===== src/common/core_params.svh =====
`ifndef CORE_PARAMS_SVH
`define CORE_PARAMS_SVH

// instruction buffer entries, kept a power of two so the pointers wrap.
`define IBUF_DEPTH 8

// execution lanes, which is also the widest issue group.
`define NUM_LANES 2

// architectural integer registers.
`define NUM_REGS 32

`endif

===== src/common/core_types_pkg.sv =====
package core_types_pkg;

    typedef logic [31:0] word_t;
    typedef logic [31:0] inst_t;
    typedef logic [31:0] pc_t;
    typedef logic [4:0]  reg_addr_t;

    typedef enum logic [2:0] {
        OP_ADD,
        OP_SUB,
        OP_AND,
        OP_OR,
        OP_XOR,
        OP_ADDI,
        OP_NOP
    } alu_op_t;

    // 3R ops sit in bits 31 to 15, addi.w in bits 31 to 22.
    function automatic alu_op_t decode_op(inst_t inst);
        alu_op_t op;
        op = OP_NOP;
        if (inst[31:22] == 10'h00a) begin
            op = OP_ADDI;
        end else begin
            case (inst[31:15])
                17'h00020: op = OP_ADD;
                17'h00022: op = OP_SUB;
                17'h00029: op = OP_AND;
                17'h0002a: op = OP_OR;
                17'h0002b: op = OP_XOR;
                default:   op = OP_NOP;
            endcase
        end
        return op;
    endfunction

endpackage


===== src/common/pipe_pkg.sv =====
package pipe_pkg;

    import core_types_pkg::*;

    // one instruction as delivered by the fetch source.
    typedef struct packed {
        pc_t   pc;
        inst_t inst;
    } fetch_slot_t;

    // one instruction leaving issue with its operands already read.
    typedef struct packed {
        logic  valid;
        pc_t   pc;
        inst_t inst;
        word_t src1;
        word_t src2;
    } issue_pkt_t;

    // wen is already low for nops and for writes to r0.
    typedef struct packed {
        logic      valid;
        pc_t       pc;
        logic      wen;
        reg_addr_t dest;
        word_t     result;
    } lane_result_t;

    typedef struct packed {
        logic      we;
        reg_addr_t waddr;
        word_t     wdata;
    } rf_write_t;

    // debug write-back record, wen is a byte mask like the bus it mimics.
    typedef struct packed {
        pc_t        pc;
        logic [3:0] wen;
        reg_addr_t  wnum;
        word_t      wdata;
    } wb_debug_t;

endpackage


===== src/logic/commit_unit.sv =====
`timescale 1ns/1ps

module commit_unit import pipe_pkg::*; (
    input  logic         clk,
    input  logic         reset,
    input  lane_result_t i_result [2],
    output rf_write_t    o_rf_write [2],
    output wb_debug_t    o_wb [2]
);

    always_comb begin
        for (int l = 0; l < 2; l++) begin
            o_rf_write[l].we    = i_result[l].valid && i_result[l].wen;
            o_rf_write[l].waddr = i_result[l].dest;
            o_rf_write[l].wdata = i_result[l].result;
        end
    end

    // debug records trail the regfile write by one cycle.
    always_ff @(posedge clk) begin
        for (int l = 0; l < 2; l++) begin
            o_wb[l].pc    <= i_result[l].pc;
            o_wb[l].wnum  <= i_result[l].dest;
            o_wb[l].wdata <= i_result[l].result;
        end
        if (reset) begin
            for (int l = 0; l < 2; l++) begin
                o_wb[l].wen <= 4'h0;
            end
        end else begin
            for (int l = 0; l < 2; l++) begin
                o_wb[l].wen <= {4{o_rf_write[l].we}};
            end
        end
    end

endmodule


===== config.mk =====
export PLATFORM = sky130hd
export DESIGN_NAME = commit_unit
export DESIGN_NICKNAME = d
export VERILOG_FILES = /design/src/common/core_params.svh /design/src/common/core_types_pkg.sv /design/src/common/pipe_pkg.sv /design/src/logic/commit_unit.sv
export SDC_FILE = /design/constraint.sdc
export NUM_CORES = 1
export LEC_CHECK = 0
export BUFFER_PORTS_ARGS = -buffer_cell sky130_fd_sc_hd__buf_2
export CAP_MARGIN = 5
export CORE_AREA = 5 5 138 140
export CTS_CLUSTER_SIZE = 14
export DETAILED_ROUTE_END_ITERATION = 8
export DIE_AREA = 0 0 143 145
export PLACE_DENSITY = 0.59
export SETUP_SLACK_MARGIN = 0.5
export SYNTH_ARGS = -nofsm -noshare
export SYNTH_HDL_FRONTEND = slang
export SYNTH_SLANG_ARGS = --single-unit

===== constraint.sdc =====
create_clock -name clk -period 1.4 [get_ports clk]
set_clock_uncertainty 0.2 [all_clocks]
set_input_delay 0.42 -clock clk [delete_from_list [all_inputs] [get_ports clk]]
set_output_delay 0.42 -clock clk [all_outputs]
set_load 0.005 [all_outputs]

==> impl_metrics.env <==
export IMPL_largestRegisters="o_wb x140"
export IMPL_layout_setup_ws_ns=-0.09583
export IMPL_crit_arrival_ns=0.88
export IMPL_h_tree_depth=4
export IMPL_routed_wl_um=13040
export IMPL_track_usage=0.1163
export IMPL_slowest_stage="dfxtp_4"
export IMPL_period_share=1.068
export IMPL_cts_root_buffer="clkbuf_16"
export IMPL_nNetsFinal=721
export IMPL_syn_inst=224
export IMPL_overflow=0
export IMPL_clockBufferDepth=2
export IMPL_die_area_um2=20740
export IMPL_portBuffers=365
export IMPL_hold_viol=101
export IMPL_cts_inserted_buffers=17
export IMPL_core_area_um2=17720
export IMPL_drive_gt1_frac=0.9932
export IMPL_yosysUniqueCellTypes=4
export IMPL_setup_tns_ns=-6.763
export IMPL_antenna_found_initial=2
export IMPL_synth_top_cell_area_share=0.8163
export IMPL_die_w_um=143
export IMPL_largest_register="o_wb"
export IMPL_ys_seq_area_frac=0.8163
export IMPL_critical_path_class="flip-flop to output port"
export IMPL_leakagePower_nw=3.747
export IMPL_hold_slack_ns=-0.09037
export IMPL_clk_pin_slew_ns=0.06
export IMPL_gp_congestion=0.7154
export IMPL_syn2layout_area_growth_pct=127.2
export IMPL_worstPathBufferInverterCount=1
export IMPL_cap_violations=0
export IMPL_slowest_delay_ns=0.35
export IMPL_cts_sinks=140
export IMPL_power_density_nw_per_um2=1272
export IMPL_yosys_warnings=0
export IMPL_grt_pass1_vias=3086
export IMPL_grt_start_max_net_pins=17
export IMPL_synth_top_cell_by_area="dfxtp_1"
export IMPL_fin_crit_ns=1.496
export IMPL_synthTopCellsByArea="dfxtp_1 82%, buf_4 17%, and3b_1 0.51%"
export IMPL_vdd_ir_drop_max_mv=0.7409
export IMPL_min_delay_start="i_result[122]"
export IMPL_grt_pass1_wl_um=17780
export IMPL_firstDrtPassIters=3
export IMPL_crit_path_start_kind="flip-flop"
export IMPL_rows=49
export IMPL_rsz0062_at_grt="true"
export IMPL_hold_end="o_wb[127]"
export IMPL_tritoncts="yes"
export IMPL_cp_max_fo=4
export IMPL_min_delay_path_class="primary input to flip-flop"
export IMPL_violations="hold timing, setup timing"
export IMPL_syn_nets=368
export IMPL_ys_ff_latch=140
export IMPL_crit_chain="buf_2"
export IMPL_largest_reg_flops=140
export IMPL_outcome="complete, but fails checks"
export IMPL_finish_utilization=0.4402
export IMPL_vias_per_cell=3.441
export IMPL_die_h_um=145
export IMPL_final_max_slew_violation_count=0
export IMPL_via_count=2822
export IMPL_setup_viol=146
export IMPL_wl_per_cell_um=15.90
export IMPL_drc=0
export IMPL_final_antenna_net_count=0
export IMPL_hold_depth=1
export IMPL_start_util=0.1938
export IMPL_endpoint_kind="output port"
export IMPL_synth_area_um2=3433
export IMPL_boundaryPins=366
export IMPL_drt_iter0_drc=29
export IMPL_tightest_slew_ns=0.1772
export IMPL_cp_top_family="flip-flops"
export IMPL_syn_area_per_cell_um2=15.33
export IMPL_dp_hpwl_um=9047
export IMPL_max_freq_ghz=0.6685
export IMPL_critPathRequiredTime_ns=0.78
export IMPL_relSlewSlack=0.8818
==> synthesized netlist by cell type <==
| master | number |
|---|---|
| dfxtp_1 | 140 |
| buf_4 | 80 |
| and2_1 | 2 |
| and3b_1 | 2 |
==> power breakdown <==
group | total (mW) | internal, mW | switching [mW]
Sequential | 4.33 | 4.24 | 0.0872
Clock | 4.36 | 2.71 | 1.65
Combinational | 1.24 | 0.902 | 0.334
==> what timing repair did <==
action	in CTS	in global routing
setup endpoints to repair	222	222
setup buffers	33	16
pin swaps	2	2
resized for setup	228	59
hold endpoints to repair	138	127
cloned	0	0
==> stage by stage <==
stage	instances	instance area [um2]	power [mW]	worst slack, ns
4_1_cts	802	7348	9.958	-0.1214
3_5_place_dp	738	5131	5.016	0.001389
3_3_place_gp	738	5131	5.006	0.0005976
6_report	820	7800	9.919	-0.09583
2_1_floorplan	224	3919	4.672	0.2262
5_1_grt	819	7797	10.34	-0.1431
==> final cells by class <==
cell class | count | area, um2
multi-input combinational | 4 | 35.03
tap | 229 | 286.5
clock inverter | 10 | 117.6
fill | 1539 | 9918
clock buffer | 21 | 460.4
timing repair buffer | 414 | 3913
sequential | 140 | 2983
antenna | 2 | 5.005
==> worst max path at each step <==
| stage | from | endpoint | slack (ns) | cells past startpoint |
|---|---|---|---|---|
| 5_1_grt | o_wb[37] | o_wb[37] | -0.14 | 1 |
| 3_5_place_dp | i_result[70] | o_rf_write[37] | 0.001 | 3 |
| 2_1_floorplan | i_result[70] | o_rf_write[37] | 0.23 | 1 |
| 4_1_cts | o_wb[100] | o_wb[100] | -0.12 | 1 |
| 3_3_place_gp | i_result[141] | o_rf_write[75] | 0.0006 | 3 |
| 6_report | o_wb[110] | o_wb[112] | -0.1 | 1 |
==> kinds of logic after synthesis <==
kind of cell / share of synthesized area
flip-flops: 0.8163
buffers and inverters: 0.1749
AND/OR/NAND/NOR: 0.008747
==> layout by cell type (no fill, tap or decap) <==
cell	Yosys	final
buf_2	0	106
diode_2	0	2
and2_4	0	2
buf_4	80	49
clkinvlp_4	0	1
buf_8	0	26
dfxtp_2	0	138
buf_6	0	233
and3b_1	2	2
clkinv_4	0	4
bufinv_16	0	2
dfxtp_4	0	2
clkbuf_16	0	17
clkbuf_1	0	2
clkinv_2	0	3
clkbuf_8	0	2
==> layer usage <==
metal  share of wire  routed length [um]  GRT usage  vias up
li1                -                   -          -     1321
met1            0.30                3857    0.09518     1279
met2            0.56                7336     0.2230      199
met3            0.11                1498    0.05726       21
met4           0.025                 329    0.05798        2
met5          0.0010                  13          0        -
Note: power is estimated with default switching activity, not from simulation.
