### config.mk
export PLATFORM = sky130hd
export DESIGN_NAME = issue_stage
export DESIGN_NICKNAME = d
export VERILOG_FILES = /design/src/common/core_types_pkg.sv /design/src/common/pipe_pkg.sv /design/src/issue/issue_stage.sv /design/src/issue/regfile.sv
export VERILOG_INCLUDE_DIRS = /design/src /design/src/common
export SDC_FILE = /design/constraint.sdc
export NUM_CORES = 2
export LEC_CHECK = 0
export BUFFER_PORTS_ARGS = -buffer_cell sky130_fd_sc_hd__buf_2
export CAP_MARGIN = 20
export CELL_PAD_IN_SITES_DETAIL_PLACEMENT = 1
export CELL_PAD_IN_SITES_GLOBAL_PLACEMENT = 2
export CORE_UTILIZATION = 46
export DETAILED_ROUTE_END_ITERATION = 7
export GPL_TIMING_DRIVEN = 0
export MAX_ROUTING_LAYER = met4
export PLACE_DENSITY_LB_ADDON = 0.1
export SYNTH_ARGS = -nofsm -noshare
export SYNTH_HDL_FRONTEND = slang
export SYNTH_SLANG_ARGS = --single-unit
### constraint.sdc
create_clock -name clk -period 5.5 [get_ports clk]
set_input_delay 0.55 -clock clk [delete_from_list [all_inputs] [get_ports clk]]
set_output_delay 0.55 -clock clk [all_outputs]
set_load 0.005 [all_outputs]
### src/common/core_params.svh
`ifndef CORE_PARAMS_SVH
`define CORE_PARAMS_SVH

// instruction buffer entries, kept a power of two so the pointers wrap.
`define IBUF_DEPTH 8

// execution lanes, which is also the widest issue group.
`define NUM_LANES 2

// architectural integer registers.
`define NUM_REGS 32

`endif
### src/common/core_types_pkg.sv
package core_types_pkg;

    typedef logic [31:0] word_t;
    typedef logic [31:0] inst_t;
    typedef logic [31:0] pc_t;
    typedef logic [4:0]  reg_addr_t;

    typedef enum logic [2:0] {
        OP_ADD,
        OP_SUB,
        OP_AND,
        OP_OR,
        OP_XOR,
        OP_ADDI,
        OP_NOP
    } alu_op_t;

    // 3R ops sit in bits 31 to 15, addi.w in bits 31 to 22.
    function automatic alu_op_t decode_op(inst_t inst);
        alu_op_t op;
        op = OP_NOP;
        if (inst[31:22] == 10'h00a) begin
            op = OP_ADDI;
        end else begin
            case (inst[31:15])
                17'h00020: op = OP_ADD;
                17'h00022: op = OP_SUB;
                17'h00029: op = OP_AND;
                17'h0002a: op = OP_OR;
                17'h0002b: op = OP_XOR;
                default:   op = OP_NOP;
            endcase
        end
        return op;
    endfunction

endpackage

### src/common/pipe_pkg.sv
package pipe_pkg;

    import core_types_pkg::*;

    // one instruction as delivered by the fetch source.
    typedef struct packed {
        pc_t   pc;
        inst_t inst;
    } fetch_slot_t;

    // one instruction leaving issue with its operands already read.
    typedef struct packed {
        logic  valid;
        pc_t   pc;
        inst_t inst;
        word_t src1;
        word_t src2;
    } issue_pkt_t;

    // wen is already low for nops and for writes to r0.
    typedef struct packed {
        logic      valid;
        pc_t       pc;
        logic      wen;
        reg_addr_t dest;
        word_t     result;
    } lane_result_t;

    typedef struct packed {
        logic      we;
        reg_addr_t waddr;
        word_t     wdata;
    } rf_write_t;

    // debug write-back record, wen is a byte mask like the bus it mimics.
    typedef struct packed {
        pc_t        pc;
        logic [3:0] wen;
        reg_addr_t  wnum;
        word_t      wdata;
    } wb_debug_t;

endpackage

### src/issue/issue_stage.sv
`timescale 1ns/1ps

`include "core_params.svh"

module issue_stage import core_types_pkg::*; import pipe_pkg::*; (
    input  logic        clk,
    input  logic        reset,

    input  logic [1:0]  i_head_valid,
    input  fetch_slot_t i_head [2],
    output logic [1:0]  o_consume,

    input  rf_write_t   i_rf_write [`NUM_LANES],
    output issue_pkt_t  o_issue [`NUM_LANES]
);

    logic [`NUM_REGS-1:0] busy;
    logic [`NUM_REGS-1:0] clear_mask;
    logic [`NUM_REGS-1:0] set_mask;
    logic [`NUM_REGS-1:0] live_busy;

    reg_addr_t  rj [2];
    reg_addr_t  rk [2];
    reg_addr_t  rd [2];
    logic [1:0] writes;
    logic [1:0] hazard;
    logic [1:0] issue_ok;

    reg_addr_t  rf_raddr [4];
    word_t      rf_rdata [4];
    logic [1:0] rf_we;
    reg_addr_t  rf_waddr [2];
    word_t      rf_wdata [2];

    always_comb begin
        clear_mask = '0;
        for (int l = 0; l < `NUM_LANES; l++) begin
            rf_we[l]    = i_rf_write[l].we;
            rf_waddr[l] = i_rf_write[l].waddr;
            rf_wdata[l] = i_rf_write[l].wdata;
            if (i_rf_write[l].we) begin
                clear_mask[i_rf_write[l].waddr] = 1'b1;
            end
        end
    end

    // a register being written back now is free, the regfile bypass covers it.
    assign live_busy = busy & ~clear_mask;

    always_comb begin
        for (int s = 0; s < 2; s++) begin
            rd[s] = i_head[s].inst[4:0];
            rj[s] = i_head[s].inst[9:5];
            rk[s] = i_head[s].inst[14:10];
            writes[s] = (decode_op(i_head[s].inst) != OP_NOP) && (rd[s] != '0);
            hazard[s] = live_busy[rj[s]] | live_busy[rk[s]] | live_busy[rd[s]];
            rf_raddr[2*s]     = rj[s];
            rf_raddr[2*s + 1] = rk[s];
        end
    end

    // the younger slot also stays back on any overlap with the older rd.
    assign issue_ok[0] = i_head_valid[0] && !hazard[0];
    assign issue_ok[1] = issue_ok[0] && i_head_valid[1] && !hazard[1]
                      && rj[1] != rd[0] && rk[1] != rd[0] && rd[1] != rd[0];

    assign o_consume = issue_ok[1] ? 2'd2 : (issue_ok[0] ? 2'd1 : 2'd0);

    always_comb begin
        set_mask = '0;
        for (int s = 0; s < 2; s++) begin
            if (issue_ok[s] && writes[s]) begin
                set_mask[rd[s]] = 1'b1;
            end
        end
    end

    always_ff @(posedge clk) begin
        for (int l = 0; l < `NUM_LANES; l++) begin
            o_issue[l].pc   <= i_head[l].pc;
            o_issue[l].inst <= i_head[l].inst;
            o_issue[l].src1 <= rf_rdata[2*l];
            o_issue[l].src2 <= rf_rdata[2*l + 1];
        end
        if (reset) begin
            for (int l = 0; l < `NUM_LANES; l++) begin
                o_issue[l].valid <= 1'b0;
            end
            busy <= '0;
        end else begin
            for (int l = 0; l < `NUM_LANES; l++) begin
                o_issue[l].valid <= issue_ok[l];
            end
            busy <= live_busy | set_mask;
        end
    end

    regfile regfile_0 (
        .clk     (clk),
        .i_raddr (rf_raddr),
        .o_rdata (rf_rdata),
        .i_we    (rf_we),
        .i_waddr (rf_waddr),
        .i_wdata (rf_wdata)
    );

endmodule

### src/issue/regfile.sv
`timescale 1ns/1ps

`include "core_params.svh"

module regfile import core_types_pkg::*; (
    input  logic       clk,
    input  reg_addr_t  i_raddr [4],
    output word_t      o_rdata [4],
    input  logic [1:0] i_we,
    input  reg_addr_t  i_waddr [2],
    input  word_t      i_wdata [2]
);

    word_t regs [`NUM_REGS];

    // registers start at zero, as the architecture expects after reset.
    initial begin
        for (int i = 0; i < `NUM_REGS; i++) begin
            regs[i] = '0;
        end
    end

    always_ff @(posedge clk) begin
        for (int w = 0; w < 2; w++) begin
            if (i_we[w] && i_waddr[w] != '0) begin
                regs[i_waddr[w]] <= i_wdata[w];
            end
        end
    end

    always_comb begin
        for (int p = 0; p < 4; p++) begin
            if (i_raddr[p] == '0) begin
                o_rdata[p] = '0;
            end else if (i_we[1] && i_waddr[1] == i_raddr[p]) begin
                o_rdata[p] = i_wdata[1];
            end else if (i_we[0] && i_waddr[0] == i_raddr[p]) begin
                o_rdata[p] = i_wdata[0];
            end else begin
                o_rdata[p] = regs[i_raddr[p]];
            end
        end
    end

endmodule

==> out/qor.yml <==
status:
  outcome: "finished with violations"
  violations: "negative setup slack"
timing:
  max_slew_margin_pct: 9.232
  min_period_over_period_pct: 101.8
  worst_pin_slew_ps: 1357
  post-route-min-period_ps: 5602
  hold_viol: 0
  max_freq_mhz: 178.5
  slew_viol_final: 0
  setup_viol: 6
  worst_slack_ps: -101.5
  clock-skew-final_ps: 31.27
power_and_ir_drop:
  p_comb_share_pct: 20.0
  clock_power_share_pct: 39.1
  powerDensity_nw_per_um2: 261.7
  p_sw_w: 0.008077
  p_leak_nw: 35.66
  power_w: 0.02779
  pwr-share-seq_pct: 40.9
  internal-power_w: 0.01971
  peakVddDrop_mv: 0.3131
  p_sw_share_pct: 29.07
critical_path:
  endpoint_kind: "flop"
  rr_worst_depth: 10
  crit_start: "i_head[74]"
  critPathArrivalTime_ps: 6350
  worstSetupPathType: "in2reg"
  setup.worst_path.start_class: "primary input"
  crit_end: "o_issue[153]"
  r2r_end: "busy[11]"
  r2r_slack_ps: 1500
  worstReg2RegStart: "busy[22]"
  path_max_fanout: 10
  required_ps: 6250
synth:
  syn_inst: 5687
  syn_area_um2: 88000
  synthFlopType: "edfxtp_1"
  synthTopCellsByCount: "1295 x mux4_2, 1024 x edfxtp_1, 994 x mux2_2"
  ys_ff_latch: 1314
  avgSynthCellArea_um2: 15.47
  yosysMostFrequentCell: "mux4_2"
  ys.warnings.count: 0
  synth_edf_count: 1024
  synth.largest_area_cell: "edfxtp_1"
  yosysSeqAreaShare_pct: 41.54
  synthArstFlopShare_pct: 0
  synth_top_area_share_pct: 34.94
  synthTopCellsByArea: "edfxtp_1 35%, mux4_2 33%, mux2_2 13%, dfxtp_1 6.6%, clkbuf_1 2.6%"
  yosysUniqueCellTypes: 73
placement:
  placed_area_um2: 99050
  place_congestion: 1.039
  dp_cells: 8956
  hpwl_um: 361900
  portBuffers: 430
floorplanning:
  num_rows: 160
  fp.dieH_um: 439.4
  coreArea_um2: 190200
  ios: 468
  dieArea_um2: 193100
  die_x_um: 439.4
  initial_core_util_pct: 46.27
job:
  timing.max_cap.violations: 0
cells_and_area:
  fillers: 17990
  design_area_um2: 106200
  stdcell_count: 9453
  syn_to_final_growth_pct: 20.63
  finalNetCount: 6974
  drive_gt1_share_pct: 51.30
routing:
  drtIter0Drc: 12790
  first_pass_iters: 6
  via_per_inst: 7.772
  drc: 0
  wl_per_cell_um: 50.85
  ant_nets: 0
  routed_wl_um: 480700
  vias: 73470
clocking:
  clock_latency_ps: 870
  cts_tree: "built"
  cts_sinks: 1314
  cts-root-buf: "clkbuf_16"
  numCtsBuffers: 160
  htree_num_levels: 4
  clkSlewWorstSetupHoldPaths_ps: 60
  cts_buffer_depth: 3
global_route:
  overflow: 0
  grt_pass1_vias: 70860
  antenna_found_initial: 25
  grt_pass1_wl_um: 632500
  grt_max_degree: 17
  grt_use_total_pct: 51.00
hold_path:
  holdCritPathClass: "in2reg"
[power by group through the flow]
stage          clock network, W  registers [W]  logic (W)
2_1_floorplan                 0         0.0115    0.00288
3_3_place_gp                  0         0.0116    0.00490
3_5_place_dp                  0         0.0116    0.00519
4_1_cts                  0.0108         0.0114    0.00529
5_1_grt                  0.0112         0.0114    0.00560
6_report                 0.0109         0.0114    0.00555
[critical path, cell delays in order]
cell	delay, ps
dlygate4sd3_1	530
buf_2	110
clkbuf_1	310
clkbuf_1	710
clkbuf_1	460
clkbuf_4	600
xnor2_1	210
nand3_1	150
nor4_2	860
buf_6	260
buf_6	170
clkbuf_1	790
a211oi_1	270
a21oi_1	240
nor2_1	50
[worst min-delay path by stage]
stage / start / end / slack (ps) / cells after the start
2_1_floorplan: busy[0] / busy[0] / 470 / 2
3_3_place_gp: busy[0] / busy[0] / 580 / 2
3_5_place_dp: busy[0] / busy[0] / 590 / 2
4_1_cts: i_head[5] / o_issue[69] / 0.3 / 1
5_1_grt: i_head[5] / o_issue[69] / 40 / 1
6_report: i_head[5] / o_issue[69] / 50 / 1
[repair_timing]
action | in CTS | in global routing
hold buffers | 127 | 0
gates cloned | 0 | 0
endpoints found under the hold margin | 127 | 0
pin swaps | 1 | 0
gates resized for setup | 13 | 14
buffers inserted | 3 | 0
setup endpoints to repair | 2 | 11
[cell families (layout without fill, tap and decap cells)]
kind of cell / after synthesis / count (layout) / synth area share [%]
buffers and inverters: 816 / 1998 / 3.577
DFF: 1314 / 1314 / 41.54
AOI/OAI and AO/OA: 475 / 475 / 3.688
and+or+nand+nor: 587 / 587 / 3.075
xor gates and xnor gates: 55 / 55 / 0.5474
other: 1 / 74 / 0.004261
muxes: 2439 / 2439 / 47.57
[through the flow]
stage | TNS (ps) | hold WS, ps | setup WS, ps | utilization [%]
global placement | -3321370 | 580.9 | -5737 | 49.12
global route | -5.203 | 35.92 | -5.203 | 55.80
floorplan | 0 | 468.4 | 397.6 | -
finish | -320.7 | 50.74 | -101.5 | 55.82
CTS | 0 | 0.2948 | 12.02 | 55.52
detailed placement | -3198 | 588.6 | -456.8 | 52.08
[final cells by class]
cell class | instances | area (um2) | area share [%]
multi-input combinational | 3588 | 48940 | 46.10
sequential | 1314 | 36560 | 34.44
timing repair buffer | 887 | 8859 | 8.345
clock buffer | 217 | 4498 | 4.237
buffer | 804 | 3318 | 3.126
tap | 2511 | 3142 | 2.960
clock inverter | 79 | 700.7 | 0.6600
antenna | 42 | 105.1 | 0.09901
inverter | 11 | 41.29 | 0.03890
[cells in the final DEF (no fill, tap or decap), drive strengths merged, types with 5 or more instances in the layout]
master,instances
nand4b,7
nor2,346
nor2b,17
o22ai,27
inv,17
xnor2,26
dfxtp,290
o211ai,10
xor2,29
or4,5
and3,7
buf,948
a211oi,137
conb,32
nand4,10
nand3,19
o41ai,9
a32oi,5
edfxtp,1024
clkbuf,829
nand2b,21
dlygate4sd3,127
nand4bb,6
mux2i,150
o221ai,34
o311ai,5
mux4,1295
nor3,31
nand2,71
diode,42
o31ai,28
bufinv,9
clkinv,60
mux2,994
a21oi,170
o21ai,20
nor4,20
[registers in the layout, summed over array words and instances (netlist names)]
| signal | cells |
|---|---|
| regfile_0.regs | 1024 |
| o_issue | 258 |
| busy | 32 |
[layer usage]
layer | vias up | routed length [um] | track usage [%]
li1 | 25900 | - | -
met1 | 38170 | 158800 | 59.48
met2 | 7409 | 202600 | 69.97
met3 | 1994 | 75020 | 21.45
met4 | 0 | 44320 | 37.65
met5 | - | 0 | -
No activity file was read; power rests on OpenSTA's default activity.
