File: src/common/core_params.svh
`ifndef CORE_PARAMS_SVH
`define CORE_PARAMS_SVH

// instruction buffer entries, kept a power of two so the pointers wrap.
`define IBUF_DEPTH 8

// execution lanes, which is also the widest issue group.
`define NUM_LANES 2

// architectural integer registers.
`define NUM_REGS 32

`endif
File: src/common/core_types_pkg.sv
package core_types_pkg;

    typedef logic [31:0] word_t;
    typedef logic [31:0] inst_t;
    typedef logic [31:0] pc_t;
    typedef logic [4:0]  reg_addr_t;

    typedef enum logic [2:0] {
        OP_ADD,
        OP_SUB,
        OP_AND,
        OP_OR,
        OP_XOR,
        OP_ADDI,
        OP_NOP
    } alu_op_t;

    // 3R ops sit in bits 31 to 15, addi.w in bits 31 to 22.
    function automatic alu_op_t decode_op(inst_t inst);
        alu_op_t op;
        op = OP_NOP;
        if (inst[31:22] == 10'h00a) begin
            op = OP_ADDI;
        end else begin
            case (inst[31:15])
                17'h00020: op = OP_ADD;
                17'h00022: op = OP_SUB;
                17'h00029: op = OP_AND;
                17'h0002a: op = OP_OR;
                17'h0002b: op = OP_XOR;
                default:   op = OP_NOP;
            endcase
        end
        return op;
    endfunction

endpackage

File: src/common/pipe_pkg.sv
package pipe_pkg;

    import core_types_pkg::*;

    // one instruction as delivered by the fetch source.
    typedef struct packed {
        pc_t   pc;
        inst_t inst;
    } fetch_slot_t;

    // one instruction leaving issue with its operands already read.
    typedef struct packed {
        logic  valid;
        pc_t   pc;
        inst_t inst;
        word_t src1;
        word_t src2;
    } issue_pkt_t;

    // wen is already low for nops and for writes to r0.
    typedef struct packed {
        logic      valid;
        pc_t       pc;
        logic      wen;
        reg_addr_t dest;
        word_t     result;
    } lane_result_t;

    typedef struct packed {
        logic      we;
        reg_addr_t waddr;
        word_t     wdata;
    } rf_write_t;

    // debug write-back record, wen is a byte mask like the bus it mimics.
    typedef struct packed {
        pc_t        pc;
        logic [3:0] wen;
        reg_addr_t  wnum;
        word_t      wdata;
    } wb_debug_t;

endpackage

File: src/logic/exec_lane.sv
`timescale 1ns/1ps

module exec_lane import core_types_pkg::*; import pipe_pkg::*; (
    input  logic         clk,
    input  logic         reset,
    input  issue_pkt_t   i_issue,
    output lane_result_t o_result
);

    alu_op_t   op;
    word_t     imm;
    word_t     alu_out;
    reg_addr_t dest;
    logic      writes;

    assign op   = decode_op(i_issue.inst);
    assign dest = i_issue.inst[4:0];

    // si12 of the 2RI12 format.
    assign imm = {{20{i_issue.inst[21]}}, i_issue.inst[21:10]};

    assign writes = i_issue.valid && op != OP_NOP && dest != '0;

    always_comb begin
        case (op)
            OP_ADD:  alu_out = i_issue.src1 + i_issue.src2;
            OP_SUB:  alu_out = i_issue.src1 - i_issue.src2;
            OP_AND:  alu_out = i_issue.src1 & i_issue.src2;
            OP_OR:   alu_out = i_issue.src1 | i_issue.src2;
            OP_XOR:  alu_out = i_issue.src1 ^ i_issue.src2;
            OP_ADDI: alu_out = i_issue.src1 + imm;
            default: alu_out = '0;
        endcase
    end

    always_ff @(posedge clk) begin
        o_result.pc     <= i_issue.pc;
        o_result.dest   <= dest;
        o_result.result <= alu_out;
        if (reset) begin
            o_result.valid <= 1'b0;
            o_result.wen   <= 1'b0;
        end else begin
            o_result.valid <= i_issue.valid;
            o_result.wen   <= writes;
        end
    end

endmodule

File: config.mk
export PLATFORM = sky130hd
export DESIGN_NAME = exec_lane
export DESIGN_NICKNAME = d
export VERILOG_FILES = /design/src/common/core_params.svh /design/src/common/core_types_pkg.sv /design/src/common/pipe_pkg.sv /design/src/logic/exec_lane.sv
export SDC_FILE = /design/constraint.sdc
export NUM_CORES = 1
export LEC_CHECK = 0
export BUFFER_PORTS_ARGS = -buffer_cell sky130_fd_sc_hd__buf_2
export CAP_MARGIN = 25
export CELL_PAD_IN_SITES_DETAIL_PLACEMENT = 1
export CELL_PAD_IN_SITES_GLOBAL_PLACEMENT = 1
export CORE_MARGIN = 2
export CORE_UTILIZATION = 33
export CTS_CLUSTER_SIZE = 12
export DETAILED_ROUTE_END_ITERATION = 12
export GPL_TIMING_DRIVEN = 0
export PLACE_DENSITY_LB_ADDON = 0.1
export SYNTH_ARGS = -nofsm -noshare
export SYNTH_HDL_FRONTEND = slang
export SYNTH_SLANG_ARGS = --single-unit
File: constraint.sdc
create_clock -name clk -period 4.6 [get_ports clk]
set_input_delay 0.23 -clock clk [delete_from_list [all_inputs] [get_ports clk]]
set_output_delay 0.23 -clock clk [all_outputs]
set_load 0.02 [all_outputs]
==> impl_metrics.yaml, run 1 <==
cells_and_area:
  largest_reg_flops: 71
  finalNonFillerCells: 1211
  synthToLayoutAreaGrowth_pct: 38.3
  antenna_cells: 0
  drive_above_1_share: 0.280
  largest_register: "o_result"
  postLayoutCellArea_sq_um: 8070
  layout.nets: 1214
  top_regs: "o_result: 71 flops"
critical_path:
  required_ns: 4.83
  cp_slowest_cell: "or4_4"
  worstSetupPathDepth: 20
  crit_path_cell_trace: "buf_2 -> or4_4 -> nor4_4 -> buf_4 -> nand2_2 -> inv_4 -> clkbuf_4 -> a31oi_1 -> o21ai_0 -> ha_1 -> a21oi_2 -> o21ai_0 -> a221oi_1 -> and3_4 -> nand2_1 -> a221o_1 -> a311o_1 -> a21oi_2 -> nor4b_1 -> a211o_1"
  cp_top_family: "compound AO/OA/AOI/OAI gates"
  crit_fanout: 10
  crit_arrival_ns: 4.67
  critPathKind: "in -> reg"
  end_kind: "register"
  critical_path.startpoint: "i_issue[86]"
  max_stage_delay_ns: 0.56
  endpoint: "o_result[29]"
  worstSetupStartpointType: "input pin"
  cp.buffers_inverters: 4
floorplanning:
  initial_core_util: 0.337
  io_pins: 202
  die-width_microns: 137
  die_h_microns: 137
  core_area_sq_um: 17300
  rows: 48
  dieArea_sq_um: 18800
synth:
  synth-xor-area-share: 0.0480
  synth-simple-area-share: 0.170
  mappedNetlistNets: 959
  async_flop_share: 0
  yosysTopAreaCell: "dfxtp_1"
  ys_warn_count: 0
  syn_area_sq_um: 5830
  synth_edf_count: 0
  yosysSeqAreaShare: 0.244
  yosys_register_bits: 71
  muxShareOfSynthArea: 0.00343
  syn_inst: 726
  synth_area_leaders: "dfxtp_1 (24%), ha_1 (22%), o21ai_0 (6.9%)"
  synth_top_flop_cell: "dfxtp_1"
  synth_compound_area_frac: 0.252
  synth_top_family_by_area: "compound AO/OA/AOI/OAI gates"
  syn_area_per_cell_sq_um: 8.03
  yosysTopAreaCellShare: 0.244
  synth_fa_ha_area_frac: 0.220
  synth_cell_types: 59
place:
  dpl_cell_area_sq_um: 7100
  io_buffer_count: 195
  dp_hpwl_mm: 18.2
  finalWeightedCongestion: 0.909
  placed_cells: 1147
sta:
  tightest_slew_ns: 0.913
  slew_violations: 0
  period_needed_ns: 4.44
  hold_violations: 0
  rsz0062_at_grt: "true"
  setup_tns_ns: 0
  fmax_ghz: 0.225
  timing.final.crit_share: 0.965
  slew_headroom: 0.391
  finalSetupViolCount: 0
pwr:
  p_total_w: 0.00190
  peakVddDrop_mv: 0.165
  swShare: 0.303
  leakage_nw: 3.99
  p_int_w: 0.00132
  clkPwrFrac: 0.408
  power_frac_seq: 0.337
  power_density_nw_per_um2: 235
  combPwrFrac: 0.255
  switchingPower_w: 0.000575
global_routing:
  gr-usage-met1: 0.305
  grtUsageMet2: 0.433
  grt_pass1_wl_mm: 35.0
  use_met3: 0.0444
  gr-total-overflow: 0
  antenna_found_initial: 0
  grt-busiest-layer: "met2"
  grt_max_degree: 14
  grt_pass1_vias: 6320
  grt_use_total: 0.246
drt:
  route.detailed.drc: 0
  ant_nets: 0
  drt_iter0_markers: 221
  vias: 6316
  wire_per_inst_microns: 19.3
  drt_pass1_iterations: 4
  wirelength_mm: 23.4
  viasPerCell: 5.22
clock_tree:
  clk_path_buf_depth: 2
  path_clk_slew_ns: 0.06
  cts_tree: "built"
  cts-buffers-inserted: 9
  ctsRootBufferMaster: "clkbuf_16"
  cts_max_level: 3
  numClockSinks: 71
run_status:
  status: "finished clean"
hold_path:
  hp-class: "in -> reg"
run:
  drv_cap: 0
cell families after synthesis:
| kind of cell | count (synthesis) |
|---|---|
| AOI/OAI and AO/OA | 229 |
| xor gates and xnor gates | 32 |
| adders and majority gates | 102 |
| buffers and inverters | 98 |
| DFF | 71 |
| muxes | 2 |
| and+or+nand+nor | 192 |
repair_timing:
item | 4_1_cts | 5_1_grt
endpoints found under the setup margin | 20 | 7
gates resized for setup | 34 | 25
endpoints found under the hold margin | 37 | 0
pin swaps | 5 | 6
hold buffers | 37 | 0
buffers inserted | 7 | 6
power groups by stage:
stage / logic, W / registers (W) / clock network, W
floorplan: 0.000237 / 0.000677 / 0
global placement: 0.000425 / 0.000653 / 0
detailed placement: 0.000431 / 0.000653 / 0
CTS: 0.000469 / 0.000639 / 0.000804
global route: 0.000540 / 0.000641 / 0.000822
finish: 0.000484 / 0.000640 / 0.000775
metal layers:
metal  wire length (microns)  part of all wire
met5                       0                 0
met4                     399             0.017
met3                    1380             0.059
met2                   11200              0.48
met1                   10400              0.45
area by class of cell:
type	count	area (sq um)
Fill cell	2148	9230
Inverter	71	269
Buffer	25	118
Tap cell	225	282
Clock inverter	6	93.8
Clock buffer	10	229
Multi-Input combinational cell	557	4200
Timing Repair Buffer	246	1450
Sequential cell	71	1420
layout by cell type, fill, tap and decap left out, drive strengths merged, types with 9 or more instances in the layout:
master	count
a21o	19
a21oi	41
a221oi	22
a31oi	9
buf	213
clkbuf	31
dfxtp	71
dlygate4sd3	37
ha	101
inv	72
nand2	52
nand3	12
nor2	48
nor3	20
o21ai	83
o31ai	10
or4	10
xnor2	21
xor2	11
how the worst min path moves through the flow:
stage	slack (ns)	endpoint	cells after the start	start
after detailed placement	0.33	o_result[45]	1	i_issue[103]
after CTS	0.04	o_result[70]	2	reset
after global placement	0.33	o_result[58]	1	i_issue[116]
final	0.05	o_result[70]	2	reset
after global routing	0.07	o_result[70]	2	reset
after floorplan	0.26	o_result[32]	0	i_issue[64]
synth_stat cells (2+ instances only):
library cell,number
ha_1,101
a222oi_1,2
a22o_1,6
a211oi_1,2
o2111ai_1,2
clkbuf_1,26
nand2_1,52
nand3b_1,2
o21bai_1,3
nor2b_1,8
o211ai_1,4
and2_1,2
a221o_1,6
and3_1,8
nand4_1,6
o21ai_2,2
a21o_1,19
nor2_1,48
a221oi_1,22
xnor2_1,21
and4_1,2
nor4_1,3
nand2b_1,4
a31oi_1,9
inv_1,71
a22oi_1,5
or3_1,6
nor3_1,18
or4_1,6
o22ai_1,6
o31ai_1,10
nand3_1,12
mux2i_1,2
or2_2,4
a21oi_1,40
xor2_1,11
o21ai_0,80
or4_4,4
dfxtp_1,71
through the flow:
stage,utilization,worst slack [ns],hold WS [ns]
after floorplan,-,0.0213,0.258
after global placement,0.410,-1.48,0.332
after detailed placement,0.411,-1.60,0.334
after CTS,0.460,-0.00210,0.0392
after global routing,0.466,-0.0610,0.0652
final,0.466,0.163,0.0547
No activity file was read; power rests on OpenSTA's default activity.
==> run 2, diff against run 1 <==
- clock period: 4.6 -> 3.9 ns (I/O delays scaled with it)
==> run 2 against run 1 <==
Net effect:
- the run now ends with negative setup slack left
- clock-buffer cell count down 1
- critical path type unchanged
- via count up 7.0%
- critical path depth unchanged
- cell count up 3.6%
- highest routed layer is now met5
==> impl_metrics.yaml, run 2 (synthesis results as in run 1) <==
sta:
  fin_ws_ns: -0.258
  rsz0062_at_grt: "true"
  slew_violations: 0
  fmax_ghz: 0.240
  hold_violations: 0
  period_needed_ns: 4.16
  tightest_slew_ns: 0.790
  slew_headroom: 0.473
  timing.final.crit_share: 1.07
  finalSetupViolCount: 10
cells_and_area:
  synthToLayoutAreaGrowth_pct: 51.9
  antenna_cells: 0
  layout.nets: 1257
  largest_register: "o_result"
  finalNonFillerCells: 1254
  drive_above_1_share: 0.364
  postLayoutCellArea_sq_um: 8860
  final_cell_mix: "buf_2 (195), ha_1 (92), dfxtp_1 (71)"
  top_regs: "o_result: 71 flops"
  final_common_cell: "buf_2"
  fin_util: 0.512
  largest_reg_flops: 71
  fill_cells: 2104
drt:
  wl_met3_mm: 1.54
  drt_pass1_iterations: 4
  ant_nets: 0
  drt_iter0_markers: 265
  wirelength_mm: 25.2
  met2_length_mm: 12.5
  top_layer: "met5"
  viasPerCell: 5.39
  vias: 6760
  wl_met1_mm: 10.5
  route.detailed.drc: 0
  wire_per_inst_microns: 20.1
critical_path:
  crit_arrival_ns: 4.40
  end_kind: "register"
  critPathKind: "in -> reg"
  worstSetupStartpointType: "input pin"
  crit_fanout: 6
  required_ns: 4.14
global_routing:
  grt_pass1_vias: 7145
  grt_use_total: 0.262
  grt_pass1_wl_mm: 37.8
  grt_max_degree: 15
  gr-total-overflow: 0
  antenna_found_initial: 1
clock_tree:
  ctsRootBufferMaster: "clkbuf_16"
  path_clk_slew_ns: 0.06
  cts-buffers-inserted: 9
  cts_max_level: 3
  cts_tree: "built"
  clk_path_buf_depth: 2
  numClockSinks: 71
floorplanning:
  die-width_microns: 137
  rows: 48
  initial_core_util: 0.337
  io_pins: 202
  core_area_sq_um: 17300
  die_h_microns: 137
  dieArea_sq_um: 18800
place:
  placed_cells: 1146
  io_buffer_count: 195
  dp_hpwl_mm: 18.2
  finalWeightedCongestion: 0.902
  dpl_cell_area_sq_um: 7220
pwr:
  p_total_w: 0.00232
  peakVddDrop_mv: 0.197
  power_density_nw_per_um2: 262
  leakage_nw: 4.33
run_status:
  status: "finished, violations left"
  violations: "negative setup slack"
hold_path:
  hp-class: "in -> reg"
run:
  drv_cap: 0
-- run 2: cell types whose count changed in the layout (fill, tap and decap cells not counted), sizes merged --
cell	before	now
bufinv	2	1
clkinvlp	1	0
inv	72	75
clkbuf	31	33
buf	213	253
-- run 2: metal layers --
metal | track usage | vias to the layer above
li1 | - | 3218
met5 | 0 | -
met3 | 0.0463 | 43
met2 | 0.474 | 235
met4 | 0.0853 | 2
met1 | 0.311 | 3262
-- run 2: metrics by stage --
stage,TNS [ns],hold slack [ns],setup slack [ns]
3_3_place_gp,-13.43,0.299,-1.17
4_1_cts,-0.667,0.0570,-0.154
2_1_floorplan,-0.198,0.223,-0.198
5_1_grt,-3.03,0.0584,-0.438
3_5_place_dp,-15.13,0.299,-1.21
6_report,-1.49,0.0593,-0.258
-- run 2: cell type report --
class	instances	area, sq um	share of cell area
sequential	71	1420	0.160
inverter	71	272	0.0306
multi-input combinational	557	4570	0.516
buffer	26	228	0.0257
tap	225	282	0.0318
clock buffer	9	225	0.0254
clock inverter	7	77.6	0.00875
timing repair buffer	288	1780	0.201
-- run 2: where the power goes --
group / leakage, nW / switching (W) / total, W / internal [W]
sequential: 0.586 / 0.00000549 / 0.000753 / 0.000747
clock: 0.153 / 0.000363 / 0.000867 / 0.000505
combinational: 3.59 / 0.000382 / 0.000703 / 0.000321
-- run 2: worst paths after layout --
path	from	end	slack, ns	cells after the start
hold / removal	reset	o_result[70]	0.06	2
setup / recovery	i_issue[88]	o_result[29]	-0.26	20
-- run 2: repair_timing --
action	CTS	global route
hold buffers	37	0
setup endpoints to repair	17	15
buffers inserted	39	16
pin swaps	39	15
resized for setup	90	47
endpoints found under the hold margin	37	0
-- run 2: worst max-delay path, stage by stage --
cell and delay (ns):
buf_6 0.09, or4_4 0.57, nor4_4 0.28, buf_6 0.18
and3_4 0.18, clkbuf_8 0.15, nor2_4 0.07, o21ai_2 0.15
o311ai_1 0.13, ha_1 0.40, nand2_2 0.11, inv_1 0.09
a221oi_4 0.29, and3_4 0.26, nand2_2 0.07, a221o_1 0.35
a311o_1 0.33, a21oi_2 0.19, nor4b_1 0.07, a211o_1 0.24
==> run 3, diff against run 2 <==
- BUFFER_PORTS_ARGS: -buffer_cell sky130_fd_sc_hd__buf_2 -> not set
- CORE_UTILIZATION: 33 -> 40
- DONT_BUFFER_PORTS: not set -> 1
==> run 3 against run 2 <==
Net effect:
- the run still ends with negative setup slack left
- non-clock buffer count is 204 lower
- sequential power is 4.1% higher
- critical path depth is 2 lower
- flip-flop and latch count stayed put
- wire length is 9.6% lower
- global-route usage is 2.2 points higher
- maximum frequency is 0.33% lower
- clock power is 6.9% lower
- largest cell class unchanged
==> impl_metrics.yaml, run 3 (synthesis results as in run 1) <==
pwr:
  p_total_w: 0.00208
  peakVddDrop_mv: 0.214
  combPwrFrac: 0.236
  swShare: 0.315
  power_frac_seq: 0.376
  clkPwrFrac: 0.387
  p_int_w: 0.00143
  leakage_nw: 3.40
  switchingPower_w: 0.000657
  power_density_nw_per_um2: 275
global_routing:
  grt_max_degree: 16
  grt_use_total: 0.284
  antenna_found_initial: 0
  gr-total-overflow: 0
  grt_pass1_vias: 6374
  grt_pass1_wl_mm: 34.6
cells_and_area:
  final_cell_mix: "ha_1 (97), dfxtp_1 (71), inv_1 (68)"
  largest_register: "o_result"
  final_common_cell: "ha_1"
  top_regs: "o_result: 71 flops"
  largest_reg_flops: 71
  layout.nets: 1053
  seq_area_sq_um: 1420
  antenna_cells: 0
  postLayoutCellArea_sq_um: 7580
  multi_input_area_sq_um: 4460
  synthToLayoutAreaGrowth_pct: 30.0
  drive_above_1_share: 0.194
  fill_cells: 1711
sta:
  slew_violations: 0
  hold_violations: 0
  tightest_slew_ns: 0.804
  fin_ws_ns: -0.272
  rsz0062_at_grt: "true"
  slew_headroom: 0.464
  fmax_ghz: 0.240
  timing.final.crit_share: 1.07
  period_needed_ns: 4.17
  finalSetupViolCount: 6
place:
  finalWeightedCongestion: 0.958
  place_ws_ns: -1.09
  io_buffer_count: 0
  dp_hpwl_mm: 16.5
  dpl_cell_area_sq_um: 6190
floorplanning:
  die_h_microns: 125
  io_pins: 202
  rows: 44
  dieArea_sq_um: 15600
  core_area_sq_um: 14400
  die-width_microns: 125
  initial_core_util: 0.406
clock_tree:
  numClockSinks: 71
  cts_max_level: 3
  path_clk_slew_ns: 0.07
  ctsRootBufferMaster: "clkbuf_16"
  cts_tree: "built"
  cts-buffers-inserted: 9
  clk_path_buf_depth: 2
drt:
  drt_pass1_iterations: 4
  vias: 6005
  ant_nets: 0
  wirelength_mm: 22.8
  drt_iter0_markers: 258
  viasPerCell: 5.95
  route.detailed.drc: 0
  wire_per_inst_microns: 22.6
critical_path:
  crit_arrival_ns: 4.41
  critical_path.startpoint: "i_issue[88]"
  worstSetupStartpointType: "input pin"
  crit_fanout: 6
  critPathKind: "in -> reg"
  end_kind: "register"
  required_ns: 4.14
run_status:
  violations: "negative setup slack"
  status: "finished, violations left"
hold_path:
  hp-class: "in -> reg"
  min-delay-start: "i_issue[128]"
run:
  drv_cap: 0
-- run 3: cell types whose count changed in the layout (fill, tap and decap cells not counted), moves of 4 or more --
cell        before  now
buf_4           53   44
buf_2          195    1
clkinvlp_4       0    4
a21oi_2         10   16
o21ai_2         14   10
ha_1            92   97
a21oi_1         30   25
ha_4             7    3
o21ai_1         16   23
-- run 3: repair_timing --
action | in CTS | in global routing
hold buffers | 38 | 0
pin swaps | 27 | 18
endpoints found under the setup margin | 13 | 14
hold endpoints to repair | 38 | 0
gates resized for setup | 64 | 48
setup buffers | 34 | 10
-- run 3: area by class of cell --
cell class	count	share of cell area
inverter	71	0.0365
clock buffer	9	0.0297
multi-input combinational	557	0.588
sequential	71	0.187
timing repair buffer	83	0.0952
tap	184	0.0304
clock inverter	7	0.00809
buffer	27	0.0249
-- run 3: per-layer routing --
layer | part of all wire | global-route usage | wire, microns | vias up
met2 | 0.49 | 0.497 | 11200 | 228
met4 | 0.029 | 0.107 | 654 | 0
met1 | 0.42 | 0.335 | 9480 | 2924
met3 | 0.066 | 0.0674 | 1500 | 43
li1 | - | - | - | 2810
met5 | 0 | 0 | 0 | -
-- run 3: per-stage QoR --
step | TNS, ns | util | hold slack (ns) | instances
4_1_cts | -0.199 | 0.511 | 0.0202 | 998
5_1_grt | -2.20 | 0.528 | 0.0219 | 1009
3_3_place_gp | -10.73 | 0.431 | 0.223 | 910
2_1_floorplan | -0.198 | - | 0.223 | 726
6_report | -1.06 | 0.528 | 0.0269 | 1009
3_5_place_dp | -11.20 | 0.431 | 0.223 | 910
-- run 3: power by group through the flow --
stage / Sequential [W] / Combinational, W / Clock, W
floorplan: 0.000798 / 0.000286 / 0
global placement: 0.000800 / 0.000352 / 0
detailed placement: 0.000800 / 0.000368 / 0
CTS: 0.000783 / 0.000448 / 0.000826
global route: 0.000785 / 0.000545 / 0.000855
finish: 0.000784 / 0.000492 / 0.000807
-- run 3: path summary, 6_finish.rpt --
kind	endpoint	slack, ns	cells past startpoint
max	o_result[29]	-0.27	18
min	o_result[70]	0.03	1
-- run 3: worst max-delay path, cell delays in order --
cell	delay, ns
or4_4	0.57
nor4_4	0.32
buf_4	0.18
nand3_4	0.18
nor2_4	0.16
xnor2_2	0.14
o21ai_2	0.10
ha_1	0.30
a21o_1	0.19
a221o_1	0.46
nand4_1	0.15
and3_4	0.22
nand2_2	0.06
a221o_1	0.37
a311o_1	0.32
a21oi_2	0.19
nor4b_2	0.07
a211o_1	0.25
